===== src/rtl/cic_pkg.sv =====
// ~~~~~~~~~~~~~~~~~~~~~~~~~~~~~~~~~~~~~~~~~~~~~~~~~~
// Widths and types shared by the I/Q CIC decimator
// Rates from 1 to MAX_RATE only, gain shift of 0 to 7
// ~~~~~~~~~~~~~~~~~~~~~~~~~~~~~~~~~~~~~~~~~~~~~~~~~~
package cic_pkg;

  localparam int SAMPLE_WIDTH = 16;
  localparam int NUM_STAGES   = 4;
  localparam int MAX_RATE     = 256;
  localparam int RATE_WIDTH   = $clog2(MAX_RATE + 1);
  // Worst case growth is NUM_STAGES * log2(MAX_RATE)
  localparam int ACC_WIDTH    = SAMPLE_WIDTH + NUM_STAGES * RATE_WIDTH;
  localparam int GAIN_WIDTH   = 3;
  // Room for the largest fine gain shift before saturation
  localparam int SHIFT_WIDTH  = SAMPLE_WIDTH + 2**GAIN_WIDTH - 1;

  typedef logic signed [SAMPLE_WIDTH-1:0] sample_t;
  typedef logic signed [ACC_WIDTH-1:0]    acc_t;

  typedef struct packed {
    sample_t i;
    sample_t q;
  } iq_t;

  typedef struct packed {
    iq_t  data;
    logic last;
  } iq_beat_t;

  typedef struct packed {
    logic [RATE_WIDTH-1:0] rate;
    logic [GAIN_WIDTH-1:0] gain;
  } cfg_t;

endpackage


===== src/rtl/cic_rate_ctrl.sv =====
// ~~~~~~~~~~~~~~~~~~~~~~~~~~~~~~~~~~~~~~~~~~~~~~~~~~
// Rate 0 or above MAX_RATE is refused with cfg_error
// cfg_stb and in_stb must not arrive in one cycle
// ~~~~~~~~~~~~~~~~~~~~~~~~~~~~~~~~~~~~~~~~~~~~~~~~~~
`timescale 1ns/1ns

module cic_rate_ctrl (
  input  logic                            clk,
  input  logic                            reset,
  input  logic                            cfg_stb,
  input  cic_pkg::cfg_t                   cfg,
  input  logic                            in_stb,
  input  cic_pkg::iq_beat_t               in_beat,
  output logic                            rate_stb,
  output logic [cic_pkg::RATE_WIDTH-1:0]  rate,
  output logic [cic_pkg::GAIN_WIDTH-1:0]  gain,
  output logic                            cfg_error,
  output logic                            smp_stb,
  output cic_pkg::iq_beat_t               smp_beat
);

  logic init_pend;
  logic rate_ok;

  assign rate_ok = (cfg.rate != '0) && (cfg.rate <= cic_pkg::MAX_RATE);

  always_ff @(posedge clk) begin
    if (reset) begin
      init_pend <= 1'b1;
      rate_stb  <= 1'b0;
      rate      <= cic_pkg::MAX_RATE[cic_pkg::RATE_WIDTH-1:0];
      gain      <= '0;
      cfg_error <= 1'b0;
      smp_stb   <= 1'b0;
      smp_beat  <= '0;
    end else begin
      // First cycle out of reset loads the filter counters
      init_pend <= 1'b0;
      rate_stb  <= init_pend | (cfg_stb & rate_ok);
      cfg_error <= cfg_stb & ~rate_ok;
      if (cfg_stb && rate_ok) begin
        rate <= cfg.rate;
        gain <= cfg.gain;
      end
      smp_stb <= in_stb;
      if (in_stb) begin
        smp_beat <= in_beat;
      end
    end
  end

  // Filters index their shift table by this value
  rate_in_range: assert property (
    @(posedge clk) disable iff (reset)
    (rate != '0) && (rate <= cic_pkg::MAX_RATE)
  );

endmodule


===== src/rtl/cic_decimate.sv =====
// ~~~~~~~~~~~~~~~~~~~~~~~~~~~~~~~~~~~~~~~~~~~~~~~~~~
// One real channel with a latency of 2*N+2 per output
// Gain is normalised only exactly for power-of-two rates
// ~~~~~~~~~~~~~~~~~~~~~~~~~~~~~~~~~~~~~~~~~~~~~~~~~~
`timescale 1ns/1ns

module cic_decimate (
  input  logic                            clk,
  input  logic                            reset,
  input  logic                            rate_stb,
  input  logic [cic_pkg::RATE_WIDTH-1:0]  rate,
  input  logic                            strobe_in,
  input  logic                            last_in,
  input  cic_pkg::sample_t                signal_in,
  output logic                            strobe_out,
  output logic                            last_out,
  output cic_pkg::sample_t                signal_out
);

  cic_pkg::acc_t                    integ [cic_pkg::NUM_STAGES];
  logic [cic_pkg::NUM_STAGES-1:0]   strobe_integ;
  logic [cic_pkg::NUM_STAGES-1:0]   last_integ;
  logic                             last_hold;

  logic [cic_pkg::RATE_WIDTH-1:0]   counter;
  cic_pkg::acc_t                    sampler;
  logic                             strobe_sampler;
  logic                             last_sampler;

  cic_pkg::acc_t                    comb_dly [cic_pkg::NUM_STAGES];
  cic_pkg::acc_t                    comb     [cic_pkg::NUM_STAGES];
  logic [cic_pkg::NUM_STAGES-1:0]   strobe_comb;
  logic [cic_pkg::NUM_STAGES-1:0]   last_comb;

  cic_pkg::sample_t                 shifted [cic_pkg::MAX_RATE+1];

  // ceil(N*log2(r)) in integer math as clog2 of r**N
  function automatic int norm_shift(longint unsigned r);
    longint unsigned growth;
    growth = 1;
    for (int s = 0; s < cic_pkg::NUM_STAGES; s++) begin
      growth = growth * r;
    end
    return $clog2(growth);
  endfunction

  // Integrators
  always_ff @(posedge clk) begin
    if (reset) begin
      strobe_integ <= '0;
      last_integ   <= '0;
      for (int s = 0; s < cic_pkg::NUM_STAGES; s++) begin
        integ[s] <= '0;
      end
    end else begin
      strobe_integ <= {strobe_integ[cic_pkg::NUM_STAGES-2:0], strobe_in};
      if (strobe_in) begin
        last_integ[0] <= last_in;
        integ[0]      <= integ[0] + cic_pkg::acc_t'(signal_in);
      end
      for (int s = 1; s < cic_pkg::NUM_STAGES; s++) begin
        if (strobe_integ[s-1]) begin
          last_integ[s] <= last_integ[s-1];
          integ[s]      <= integ[s] + integ[s-1];
        end
      end
    end
  end

  // Rate sampler giving one output per rate strobes
  always_ff @(posedge clk) begin
    if (reset) begin
      counter        <= '0;
      sampler        <= '0;
      strobe_sampler <= 1'b0;
      last_sampler   <= 1'b0;
      last_hold      <= 1'b0;
    end else begin
      strobe_sampler <= 1'b0;
      if (rate_stb) begin
        counter <= rate;
      end else if (strobe_integ[cic_pkg::NUM_STAGES-1]) begin
        if (counter <= 1) begin
          counter        <= rate;
          sampler        <= integ[cic_pkg::NUM_STAGES-1];
          strobe_sampler <= 1'b1;
          last_sampler   <= last_integ[cic_pkg::NUM_STAGES-1] | last_hold;
          last_hold      <= 1'b0;
        end else begin
          counter   <= counter - 1'b1;
          // Keep a last seen mid-group until the group is sampled
          last_hold <= last_hold | last_integ[cic_pkg::NUM_STAGES-1];
        end
      end
    end
  end

  // Combs
  always_ff @(posedge clk) begin
    if (reset) begin
      strobe_comb <= '0;
      last_comb   <= '0;
      for (int s = 0; s < cic_pkg::NUM_STAGES; s++) begin
        comb_dly[s] <= '0;
        comb[s]     <= '0;
      end
    end else begin
      strobe_comb <= {strobe_comb[cic_pkg::NUM_STAGES-2:0], strobe_sampler};
      if (strobe_sampler) begin
        last_comb[0] <= last_sampler;
        comb_dly[0]  <= sampler;
        comb[0]      <= sampler - comb_dly[0];
      end
      for (int s = 1; s < cic_pkg::NUM_STAGES; s++) begin
        if (strobe_comb[s-1]) begin
          last_comb[s] <= last_comb[s-1];
          comb_dly[s]  <= comb[s-1];
          comb[s]      <= comb[s-1] - comb_dly[s];
        end
      end
    end
  end

  // Gain normalising shift for every legal rate
  assign shifted[0] = comb[cic_pkg::NUM_STAGES-1][cic_pkg::SAMPLE_WIDTH-1:0];
  for (genvar r = 1; r <= cic_pkg::MAX_RATE; r++) begin : g_shift
    assign shifted[r] =
      comb[cic_pkg::NUM_STAGES-1][norm_shift(r) +: cic_pkg::SAMPLE_WIDTH];
  end

  always_ff @(posedge clk) begin
    if (reset) begin
      strobe_out <= 1'b0;
      last_out   <= 1'b0;
      signal_out <= '0;
    end else begin
      strobe_out <= strobe_comb[cic_pkg::NUM_STAGES-1];
      if (strobe_comb[cic_pkg::NUM_STAGES-1]) begin
        last_out   <= last_comb[cic_pkg::NUM_STAGES-1];
        signal_out <= shifted[rate];
      end
    end
  end

  // A rate reload would swallow a sample in the counter
  no_stb_on_reload: assert property (
    @(posedge clk) disable iff (reset)
    !(strobe_in && rate_stb)
  );

  // A reload as a strobe leaves the last integrator drops it from the count
  no_reload_at_sampler: assert property (
    @(posedge clk) disable iff (reset)
    !(strobe_integ[cic_pkg::NUM_STAGES-1] && rate_stb)
  );

endmodule


===== src/rtl/cic_iq_out.sv =====
// ~~~~~~~~~~~~~~~~~~~~~~~~~~~~~~~~~~~~~~~~~~~~~~~~~~
// I and Q strobes must coincide, Q last is not used
// ~~~~~~~~~~~~~~~~~~~~~~~~~~~~~~~~~~~~~~~~~~~~~~~~~~
`timescale 1ns/1ns

module cic_iq_out (
  input  logic                            clk,
  input  logic                            reset,
  input  logic [cic_pkg::GAIN_WIDTH-1:0]  gain,
  input  logic                            i_stb,
  input  logic                            i_last,
  input  cic_pkg::sample_t                i_data,
  input  logic                            q_stb,
  input  cic_pkg::sample_t                q_data,
  output logic                            out_stb,
  output cic_pkg::iq_beat_t               out_beat
);

  // Left shift with clamp to the signed sample range
  function automatic cic_pkg::sample_t sat_shift(cic_pkg::sample_t x,
                                                 logic [cic_pkg::GAIN_WIDTH-1:0] g);
    logic signed [cic_pkg::SHIFT_WIDTH-1:0]                      wide;
    logic [cic_pkg::SHIFT_WIDTH-cic_pkg::SAMPLE_WIDTH:0]         top;
    wide = {{(cic_pkg::SHIFT_WIDTH-cic_pkg::SAMPLE_WIDTH){x[cic_pkg::SAMPLE_WIDTH-1]}}, x};
    wide = wide <<< g;
    // Bits above the sample sign must all match it
    top = wide[cic_pkg::SHIFT_WIDTH-1:cic_pkg::SAMPLE_WIDTH-1];
    if ((top != '0) && (top != '1)) begin
      if (wide[cic_pkg::SHIFT_WIDTH-1]) begin
        return {1'b1, {(cic_pkg::SAMPLE_WIDTH-1){1'b0}}};
      end else begin
        return {1'b0, {(cic_pkg::SAMPLE_WIDTH-1){1'b1}}};
      end
    end
    return wide[cic_pkg::SAMPLE_WIDTH-1:0];
  endfunction

  always_ff @(posedge clk) begin
    if (reset) begin
      out_stb  <= 1'b0;
      out_beat <= '0;
    end else begin
      out_stb <= i_stb;
      if (i_stb) begin
        out_beat.data.i <= sat_shift(i_data, gain);
        out_beat.data.q <= sat_shift(q_data, gain);
        out_beat.last   <= i_last;
      end
    end
  end

  // Both filters run from one strobe and one rate
  iq_stb_aligned: assert property (
    @(posedge clk) disable iff (reset)
    i_stb == q_stb
  );

endmodule


===== src/rtl/cic_ddc_top.sv =====
// ~~~~~~~~~~~~~~~~~~~~~~~~~~~~~~~~~~~~~~~~~~~~~~~~~~
// No back-pressure, every out_stb must be taken
// ~~~~~~~~~~~~~~~~~~~~~~~~~~~~~~~~~~~~~~~~~~~~~~~~~~
`timescale 1ns/1ns

module cic_ddc_top (
  input  logic               clk,
  input  logic               reset,
  input  logic               cfg_stb,
  input  cic_pkg::cfg_t      cfg,
  input  logic               in_stb,
  input  cic_pkg::iq_beat_t  in_beat,
  output logic               out_stb,
  output cic_pkg::iq_beat_t  out_beat,
  output logic               cfg_error
);

  logic                            rate_stb;
  logic [cic_pkg::RATE_WIDTH-1:0]  rate;
  logic [cic_pkg::GAIN_WIDTH-1:0]  gain;
  logic                            smp_stb;
  cic_pkg::iq_beat_t               smp_beat;

  logic                            i_stb;
  logic                            i_last;
  cic_pkg::sample_t                i_data;
  logic                            q_stb;
  cic_pkg::sample_t                q_data;

  cic_rate_ctrl cic_rate_ctrl_i (
    .clk       (clk),
    .reset     (reset),
    .cfg_stb   (cfg_stb),
    .cfg       (cfg),
    .in_stb    (in_stb),
    .in_beat   (in_beat),
    .rate_stb  (rate_stb),
    .rate      (rate),
    .gain      (gain),
    .cfg_error (cfg_error),
    .smp_stb   (smp_stb),
    .smp_beat  (smp_beat)
  );

  cic_decimate cic_i (
    .clk        (clk),
    .reset      (reset),
    .rate_stb   (rate_stb),
    .rate       (rate),
    .strobe_in  (smp_stb),
    .last_in    (smp_beat.last),
    .signal_in  (smp_beat.data.i),
    .strobe_out (i_stb),
    .last_out   (i_last),
    .signal_out (i_data)
  );

  // Q last matches I last, so it is dropped here
  cic_decimate cic_q (
    .clk        (clk),
    .reset      (reset),
    .rate_stb   (rate_stb),
    .rate       (rate),
    .strobe_in  (smp_stb),
    .last_in    (smp_beat.last),
    .signal_in  (smp_beat.data.q),
    .strobe_out (q_stb),
    .last_out   (),
    .signal_out (q_data)
  );

  cic_iq_out cic_iq_out_i (
    .clk      (clk),
    .reset    (reset),
    .gain     (gain),
    .i_stb    (i_stb),
    .i_last   (i_last),
    .i_data   (i_data),
    .q_stb    (q_stb),
    .q_data   (q_data),
    .out_stb  (out_stb),
    .out_beat (out_beat)
  );

endmodule


===== config.mk =====
export PLATFORM = sky130hd
export DESIGN_NAME = cic_ddc_top
export DESIGN_NICKNAME = d
export VERILOG_FILES = /design/src/rtl/cic_pkg.sv /design/src/rtl/cic_rate_ctrl.sv /design/src/rtl/cic_decimate.sv /design/src/rtl/cic_iq_out.sv /design/src/rtl/cic_ddc_top.sv
export SDC_FILE = /design/constraint.sdc
export NUM_CORES = 2
export LEC_CHECK = 0
export BUFFER_PORTS_ARGS = -buffer_cell sky130_fd_sc_hd__buf_2
export CELL_PAD_IN_SITES_DETAIL_PLACEMENT = 1
export CELL_PAD_IN_SITES_GLOBAL_PLACEMENT = 2
export CORE_MARGIN = 2
export CORE_UTILIZATION = 41
export CTS_CLUSTER_DIAMETER = 120
export DETAILED_ROUTE_END_ITERATION = 12
export PLACE_DENSITY = 0.82
export SYNTH_ARGS = -nofsm -noshare
export SYNTH_HDL_FRONTEND = slang
export SYNTH_SLANG_ARGS = --single-unit

===== constraint.sdc =====
create_clock -name clk -period 4.3 [get_ports clk]
set_input_delay 0.645 -clock clk [delete_from_list [all_inputs] [get_ports clk]]
set_output_delay 0.645 -clock clk [all_outputs]
set_load 0.005 [all_outputs]

== Yosys cells after proc, flatten, opt, wreduce, memory -nomap -nowiden ==
Memory sizes are Yosys's and may differ from the RTL's.
Index checks and enable logic that the tools add are counted.
Word-level totals
  word-level logic and storage cells: 214
  memory bits (read-only): 0
  latch bits: 0
  input bits: 49
  output and inout bits: 35
  bits in registers: 267
  memories: 6
  bits in writable memories: 1248
Memories
  cic_i.comb: depth 4, width 52, rd ports 4, clocked after Yosys merged registers in 0, wr ports 4, line cic_decimate.sv:31  | cic_pkg::acc_t comb [cic_pkg::NUM_STAGES];
  cic_i.comb_dly: depth 4, width 52, rd ports 4, clocked after Yosys merged registers in 0, wr ports 4, line cic_decimate.sv:30  | cic_pkg::acc_t comb_dly [cic_pkg::NUM_STAGES];
  cic_i.integ: depth 4, width 52, rd ports 4, clocked after Yosys merged registers in 0, wr ports 4, line cic_decimate.sv:20  | cic_pkg::acc_t integ [cic_pkg::NUM_STAGES];
  cic_q.comb: depth 4, width 52, rd ports 4, clocked after Yosys merged registers in 0, wr ports 4, line cic_decimate.sv:31
  cic_q.comb_dly: depth 4, width 52, rd ports 4, clocked after Yosys merged registers in 0, wr ports 4, line cic_decimate.sv:30
  cic_q.integ: depth 4, width 52, rd ports 4, clocked after Yosys merged registers in 0, wr ports 4, line cic_decimate.sv:20
Cells by class
  bitwise gates (word level): 33
  $lt $le $gt $ge: 4
  equality and inequality tests: 2
  muxes and demuxes: 98
  multipliers: 0
  shift operators: 2
  div/mod/pow operators: 0
  reduce and logical (&&, ||, !) cells: 14
  add/sub/neg operators: 18
Operators with widths (count)
  $mux W52: 24
  $sub A52 B52 Y52: 8
  $add A52 B52 Y52: 6
  $bmux W16 S9: 2
  $mux W16: 10
  $add A52 B16 Y52: 2
  $mux W1: 56
  $mux W9: 6
  $sshl A16 B3 Y23: 2
  $or A1 B1 Y1: 26
  $le A9 B1 Y1 const B: 2
  $sub A9 B1 Y9 const B: 2
  $ne A8 B8 Y1 const B: 2
  $reduce_bool A8 Y1: 2
  $ge A10 B10 Y1 const B: 1
  $not A9 Y10: 1
  $le A9 B9 Y1 const B: 1
  $reduce_bool A9 Y1: 1
  $reduce_and A3 Y1: 2
  $reduce_or A3 Y1: 2
  $logic_and A1 B1 Y1: 4
  $not A1 Y1: 4
  $reduce_bool A2 Y1: 2
  $and A1 B1 Y1: 2
  $reduce_and A2 Y1: 1

== Logic depth before layout (Yosys ltp) ==
  depth in word-level cells: 7
  depth in mapped cells: 14
  gate-level depth less buffers: 14

== Hierarchy ==
A second synthesis with hierarchy kept.
Second synthesis, totals
  cells, all modules: 11852
  area total of the unflattened synthesis: 106330.7 um^2
Modules (own cells, without submodules)
  cic_decimate (cic_q): times used 1, cells each 5672, area an instance 50941.4 um^2
  cic_decimate (cic_i): times used 1, cells each 5705, area an instance 50918.8 um^2
  cic_iq_out: times used 1, cells each 300, area an instance 2622.5 um^2
  cic_rate_ctrl: times used 1, cells each 175, area an instance 1848.0 um^2

== Worst setup path before layout ==
Ideal clock, no wire load.
  kind: register to register
  start: register cic_rate_ctrl_i.smp_beat[16] (netlist name)
  end: memory cic_q.integ[0][44] (netlist name), data pin
  slack: 0.842 ns
  clock period less this slack: 3.458 ns
  stages on the path, launching flop included: 13
  arrival: 3.193 ns
  path buffers: 1
  cell sequence: dfxtp_1 > ha_1 > and3_1 > nand2_1 > or2_2 > o311ai_0 > or2_2 > clkbuf_1 > a41oi_1 > o211a_1 > o41ai_1 > xnor2_1 > nor2_1
RTL lines (line)
  end: declaration: cic_decimate.sv:20

== Worst setup path after layout ==
  start: register cic_rate_ctrl_i.rate[1] (netlist name)
  end: register cic_i.signal_out[0]
On the way
  longest elaborated chain between the ends: 4
RTL lines
  start: declaration: line cic_rate_ctrl.sv:15  | output logic [cic_pkg::RATE_WIDTH-1:0] rate,
  start signal: assignment: line cic_rate_ctrl.sv:31  | rate <= cic_pkg::MAX_RATE[cic_pkg::RATE_WIDTH-1:0];
  start signal: assignment: line cic_rate_ctrl.sv:42  | rate <= cfg.rate;
  $not A9 Y10 (not written as such): line cic_decimate.sv:140  | signal_out <= shifted[rate];
  $bmux W16 S9: line cic_decimate.sv:140
  $mux W16 (not written as such) (2 in series): line cic_decimate.sv:140
  end signal: assignment: line cic_decimate.sv:140
  end: declaration: line cic_decimate.sv:17  | output cic_pkg::sample_t signal_out
Every way passes these cells. The select of a mux whose other input is x is not followed.
A chain may end at the register's enable or synchronous reset.

==> results.cfg <==
[status]
status = finished, final reports clean

[cells_and_area]
drive_gt1_share_pct = 6.66
area_growth_pct = 9.50
design_area_sq_um = 115000
fin_nets = 12600

[global_routing]
grt_max_degree = 97
grt_overflow = 0
grt_pass1_vias = 92100
grt_use_total_pct = 24.5
grt_pass1_wl_um = 523000
antenna_found_initial = 7

[sta]
finClkSkew_ns = 0.0483
slew_viol_final = 0
fmax_ghz = 0.239
layout_setup_ws_ns = 0.120
rsz0062_at_grt = no
final.setup.tns_ns = 0
finalHoldViolCount = 0
timing.hold.ws_ns = 0.0605
tightest_slew_ns = 1.30
fin_crit_ns = 4.18
fin_crit_sh_pct = 97.2
slew_headroom_pct = 13.1
setup_viol = 0

[critical_path]
crit_fanout = 31
cp.arrival_ns = 4.87
crit_required_ns = 4.99
path_class = register to register
start_kind = register
cp-end-kind = register

[synth]
postSynthCellCount = 12000
syn_avg_cell_area_sq_um = 8.79
synth_edf_count = 1152
muxShareOfSynthArea_pct = 3.57
synth_compound_area_share_pct = 21.7
ys_seq_elements = 1407
syn_nets = 12800
ys_warn_count = 0
synthArstFlopShare_pct = 0
synthFlopType = edfxtp_1
synth-simple-area-share_pct = 17.8
synth_top_family_by_area = compound AO/OA/AOI/OAI gates
seq_area_frac_synth_pct = 37.7
ys_types = 92
synth_area_sq_um = 105000
synth_xor_area_share_pct = 5.16
synthAdderAreaFrac_pct = 9.28

[die]
ios = 84
die-area_sq_um = 261000
core_region_area_sq_um = 256000
start_util_pct = 41.1
num_rows = 186
die_h_um = 511
die_x_um = 511

[route]
drtPass1Iterations = 6
wl_per_cell_um = 21.5
wl_um = 329000
vias = 89500
ant_nets = 0
via_per_inst = 5.85
drc = 0
drt_iter0_drc = 5433

[clock_tree]
clock_path_buffers = 3
clockRootBuffer = clkbuf_16
cts_max_level = 4
post_cts_buffers = 0
clkSlewWorstSetupHoldPaths_ns = 0.06
clkLatencyLatePin_ns = 0.85
cts_sinks = 1407
cts_tree = built
cts-buffers-inserted = 165

[place]
hpwl_um = 248000
place_area_sq_um = 109000
numPortBuffers = 83
gp_congestion = 0.917
place_ws_ns = 0.353

[pwr]
leakagePower_nw = 48.2
powerDensity_nw_per_um2 = 331
peakVddDrop_mv = 0.439

[hold_path]
min-delay-path-class = input port to register

[run]
cap_violations = 0
-- worst max-delay path, stage by stage (launching register included) --
cell       delay, ns
dfxtp_4         0.77
inv_2           0.47
buf_4           0.32
mux4_2          0.28
a21oi_1         0.16
o21ai_0         0.22
a2111oi_0       0.86
buf_4           0.23
a311oi_1        0.05
a21oi_1         0.40
a211oi_1        0.14
-- power by group --
group	internal, mW	leakage (nW)	total [mW]	switching [mW]
combinational	2.80	31.3	7.44	4.64
sequential	15.3	14.0	15.8	0.540
clock	8.85	2.81	14.9	6.05
-- placed cells by master, fill, tap and decap left out, drive strengths merged, types with 197 or more instances in the layout --
master	n
nor2	1261
nand2	1166
edfxtp	1152
a21oi	1058
ha	756
inv	615
o21ai	614
a21o	558
and2	453
xnor2	341
buf	307
xor2	280
dfxtp	255
clkbuf	226
nand3	202
mux2i	197
-- cell families (layout without fill, tap and decap cells) --
kind of cell | Yosys count | count (layout)
simple gates | 4025 | 4025
compound gates | 3548 | 3548
flops | 1407 | 1407
buf+inv | 1322 | 1239
fa+ha+maj | 772 | 772
xor+xnor | 621 | 621
mux | 300 | 300
other cells | 0 | 4
-- sequential cells by signal (all words and copies together) (netlist names), 33 cells and up --
signal and count:
cic_rate_ctrl_i.smp_beat 33, cic_q.comb 192, cic_q.sampler 48, cic_q.comb_dly 192, cic_i.sampler 48, cic_i.comb_dly 192, cic_q.integ 192, cic_i.integ 192
cic_i.comb 192, cic_iq_out_i.out_beat 33
-- area by class of cell --
cell class / count / area [sq um]
tap: 3384 / 4230
fill: 29400 / 141000
multi-input combinational: 9266 / 60800
sequential: 1407 / 39700
antenna: 4 / 10.0
timing repair buffer: 323 / 2520
clock inverter: 81 / 1200
clock buffer: 226 / 4630
inverter: 609 / 2290
-- through the flow --
stage / total power, mW / util, % / instances
after floorplan: 21.2 / - / 12000
after global placement: 23.2 / 42.7 / 15000
after detailed placement: 23.4 / 42.7 / 15000
after CTS: 38.4 / 45.0 / 15300
after global routing: 39.8 / 45.0 / 15300
final: 38.1 / 45.0 / 15300
-- layer usage --
metal | routed length (um) | vias up | global-route usage, %
met5 | 46 | - | 0
met4 | 11300 | 6 | 8.49
met3 | 11900 | 577 | 2.40
met2 | 155000 | 1749 | 41.6
met1 | 151000 | 44000 | 32.5
li1 | - | 43100 | -
-- cells in the mapped netlist (all sizes together), types with 25 or more instances --
library cell | n | share of area, %
nor2 | 1261 | 4.5
nand2 | 1166 | 4.2
edfxtp | 1152 | 33
a21oi | 1058 | 5.0
ha | 756 | 9.0
o21ai | 614 | 2.9
inv | 607 | 2.2
clkbuf | 606 | 2.2
a21o | 558 | 4.0
and2 | 453 | 2.7
xnor2 | 341 | 2.8
xor2 | 280 | 2.3
dfxtp | 255 | 4.8
nand3 | 202 | 0.96
mux2i | 197 | 1.9
nor3 | 192 | 0.91
a31oi | 187 | 1.1
a211oi | 178 | 1.3
nand4 | 141 | 0.84
and3 | 139 | 0.83
nor2b | 131 | 0.78
nand2b | 130 | 0.77
o21bai | 126 | 0.90
buf | 107 | 0.43
o211ai | 104 | 0.74
o21a | 104 | 0.74
a221oi | 61 | 0.51
o22ai | 61 | 0.36
mux4 | 56 | 1.2
o31ai | 54 | 0.38
a2111oi | 49 | 0.42
mux2 | 47 | 0.50
a311oi | 41 | 0.34
or2 | 41 | 0.24
nor3b | 39 | 0.28
or3 | 38 | 0.23
a22oi | 36 | 0.26
a21boi | 31 | 0.22
nor4 | 29 | 0.17
a221o | 28 | 0.27
o221ai | 25 | 0.21
-- worst paths after layout --
kind / slack (ns) / cells after the start / startpoint / to
worst max-delay path: 0.12 / 10 / cic_rate_ctrl_i.rate[1] / cic_i.signal_out[0]
worst min-delay path: 0.06 / 3 / in_beat[25] / cic_rate_ctrl_i.smp_beat[25]
worst max register to register: 0.12 / 10 / cic_rate_ctrl_i.rate[1] / cic_i.signal_out[0]
worst min register to register: 0.46 / 2 / cic_q.sampler[0] / cic_q.sampler[0]
-- timing repair --
action / 4_1_cts / 5_1_grt
gates resized for setup: 0 / 1
hold buffers: 16 / 0
hold endpoints to repair: 16 / 0
setup endpoints to repair: 0 / 1
No activity file was read; power rests on OpenSTA's default activity.
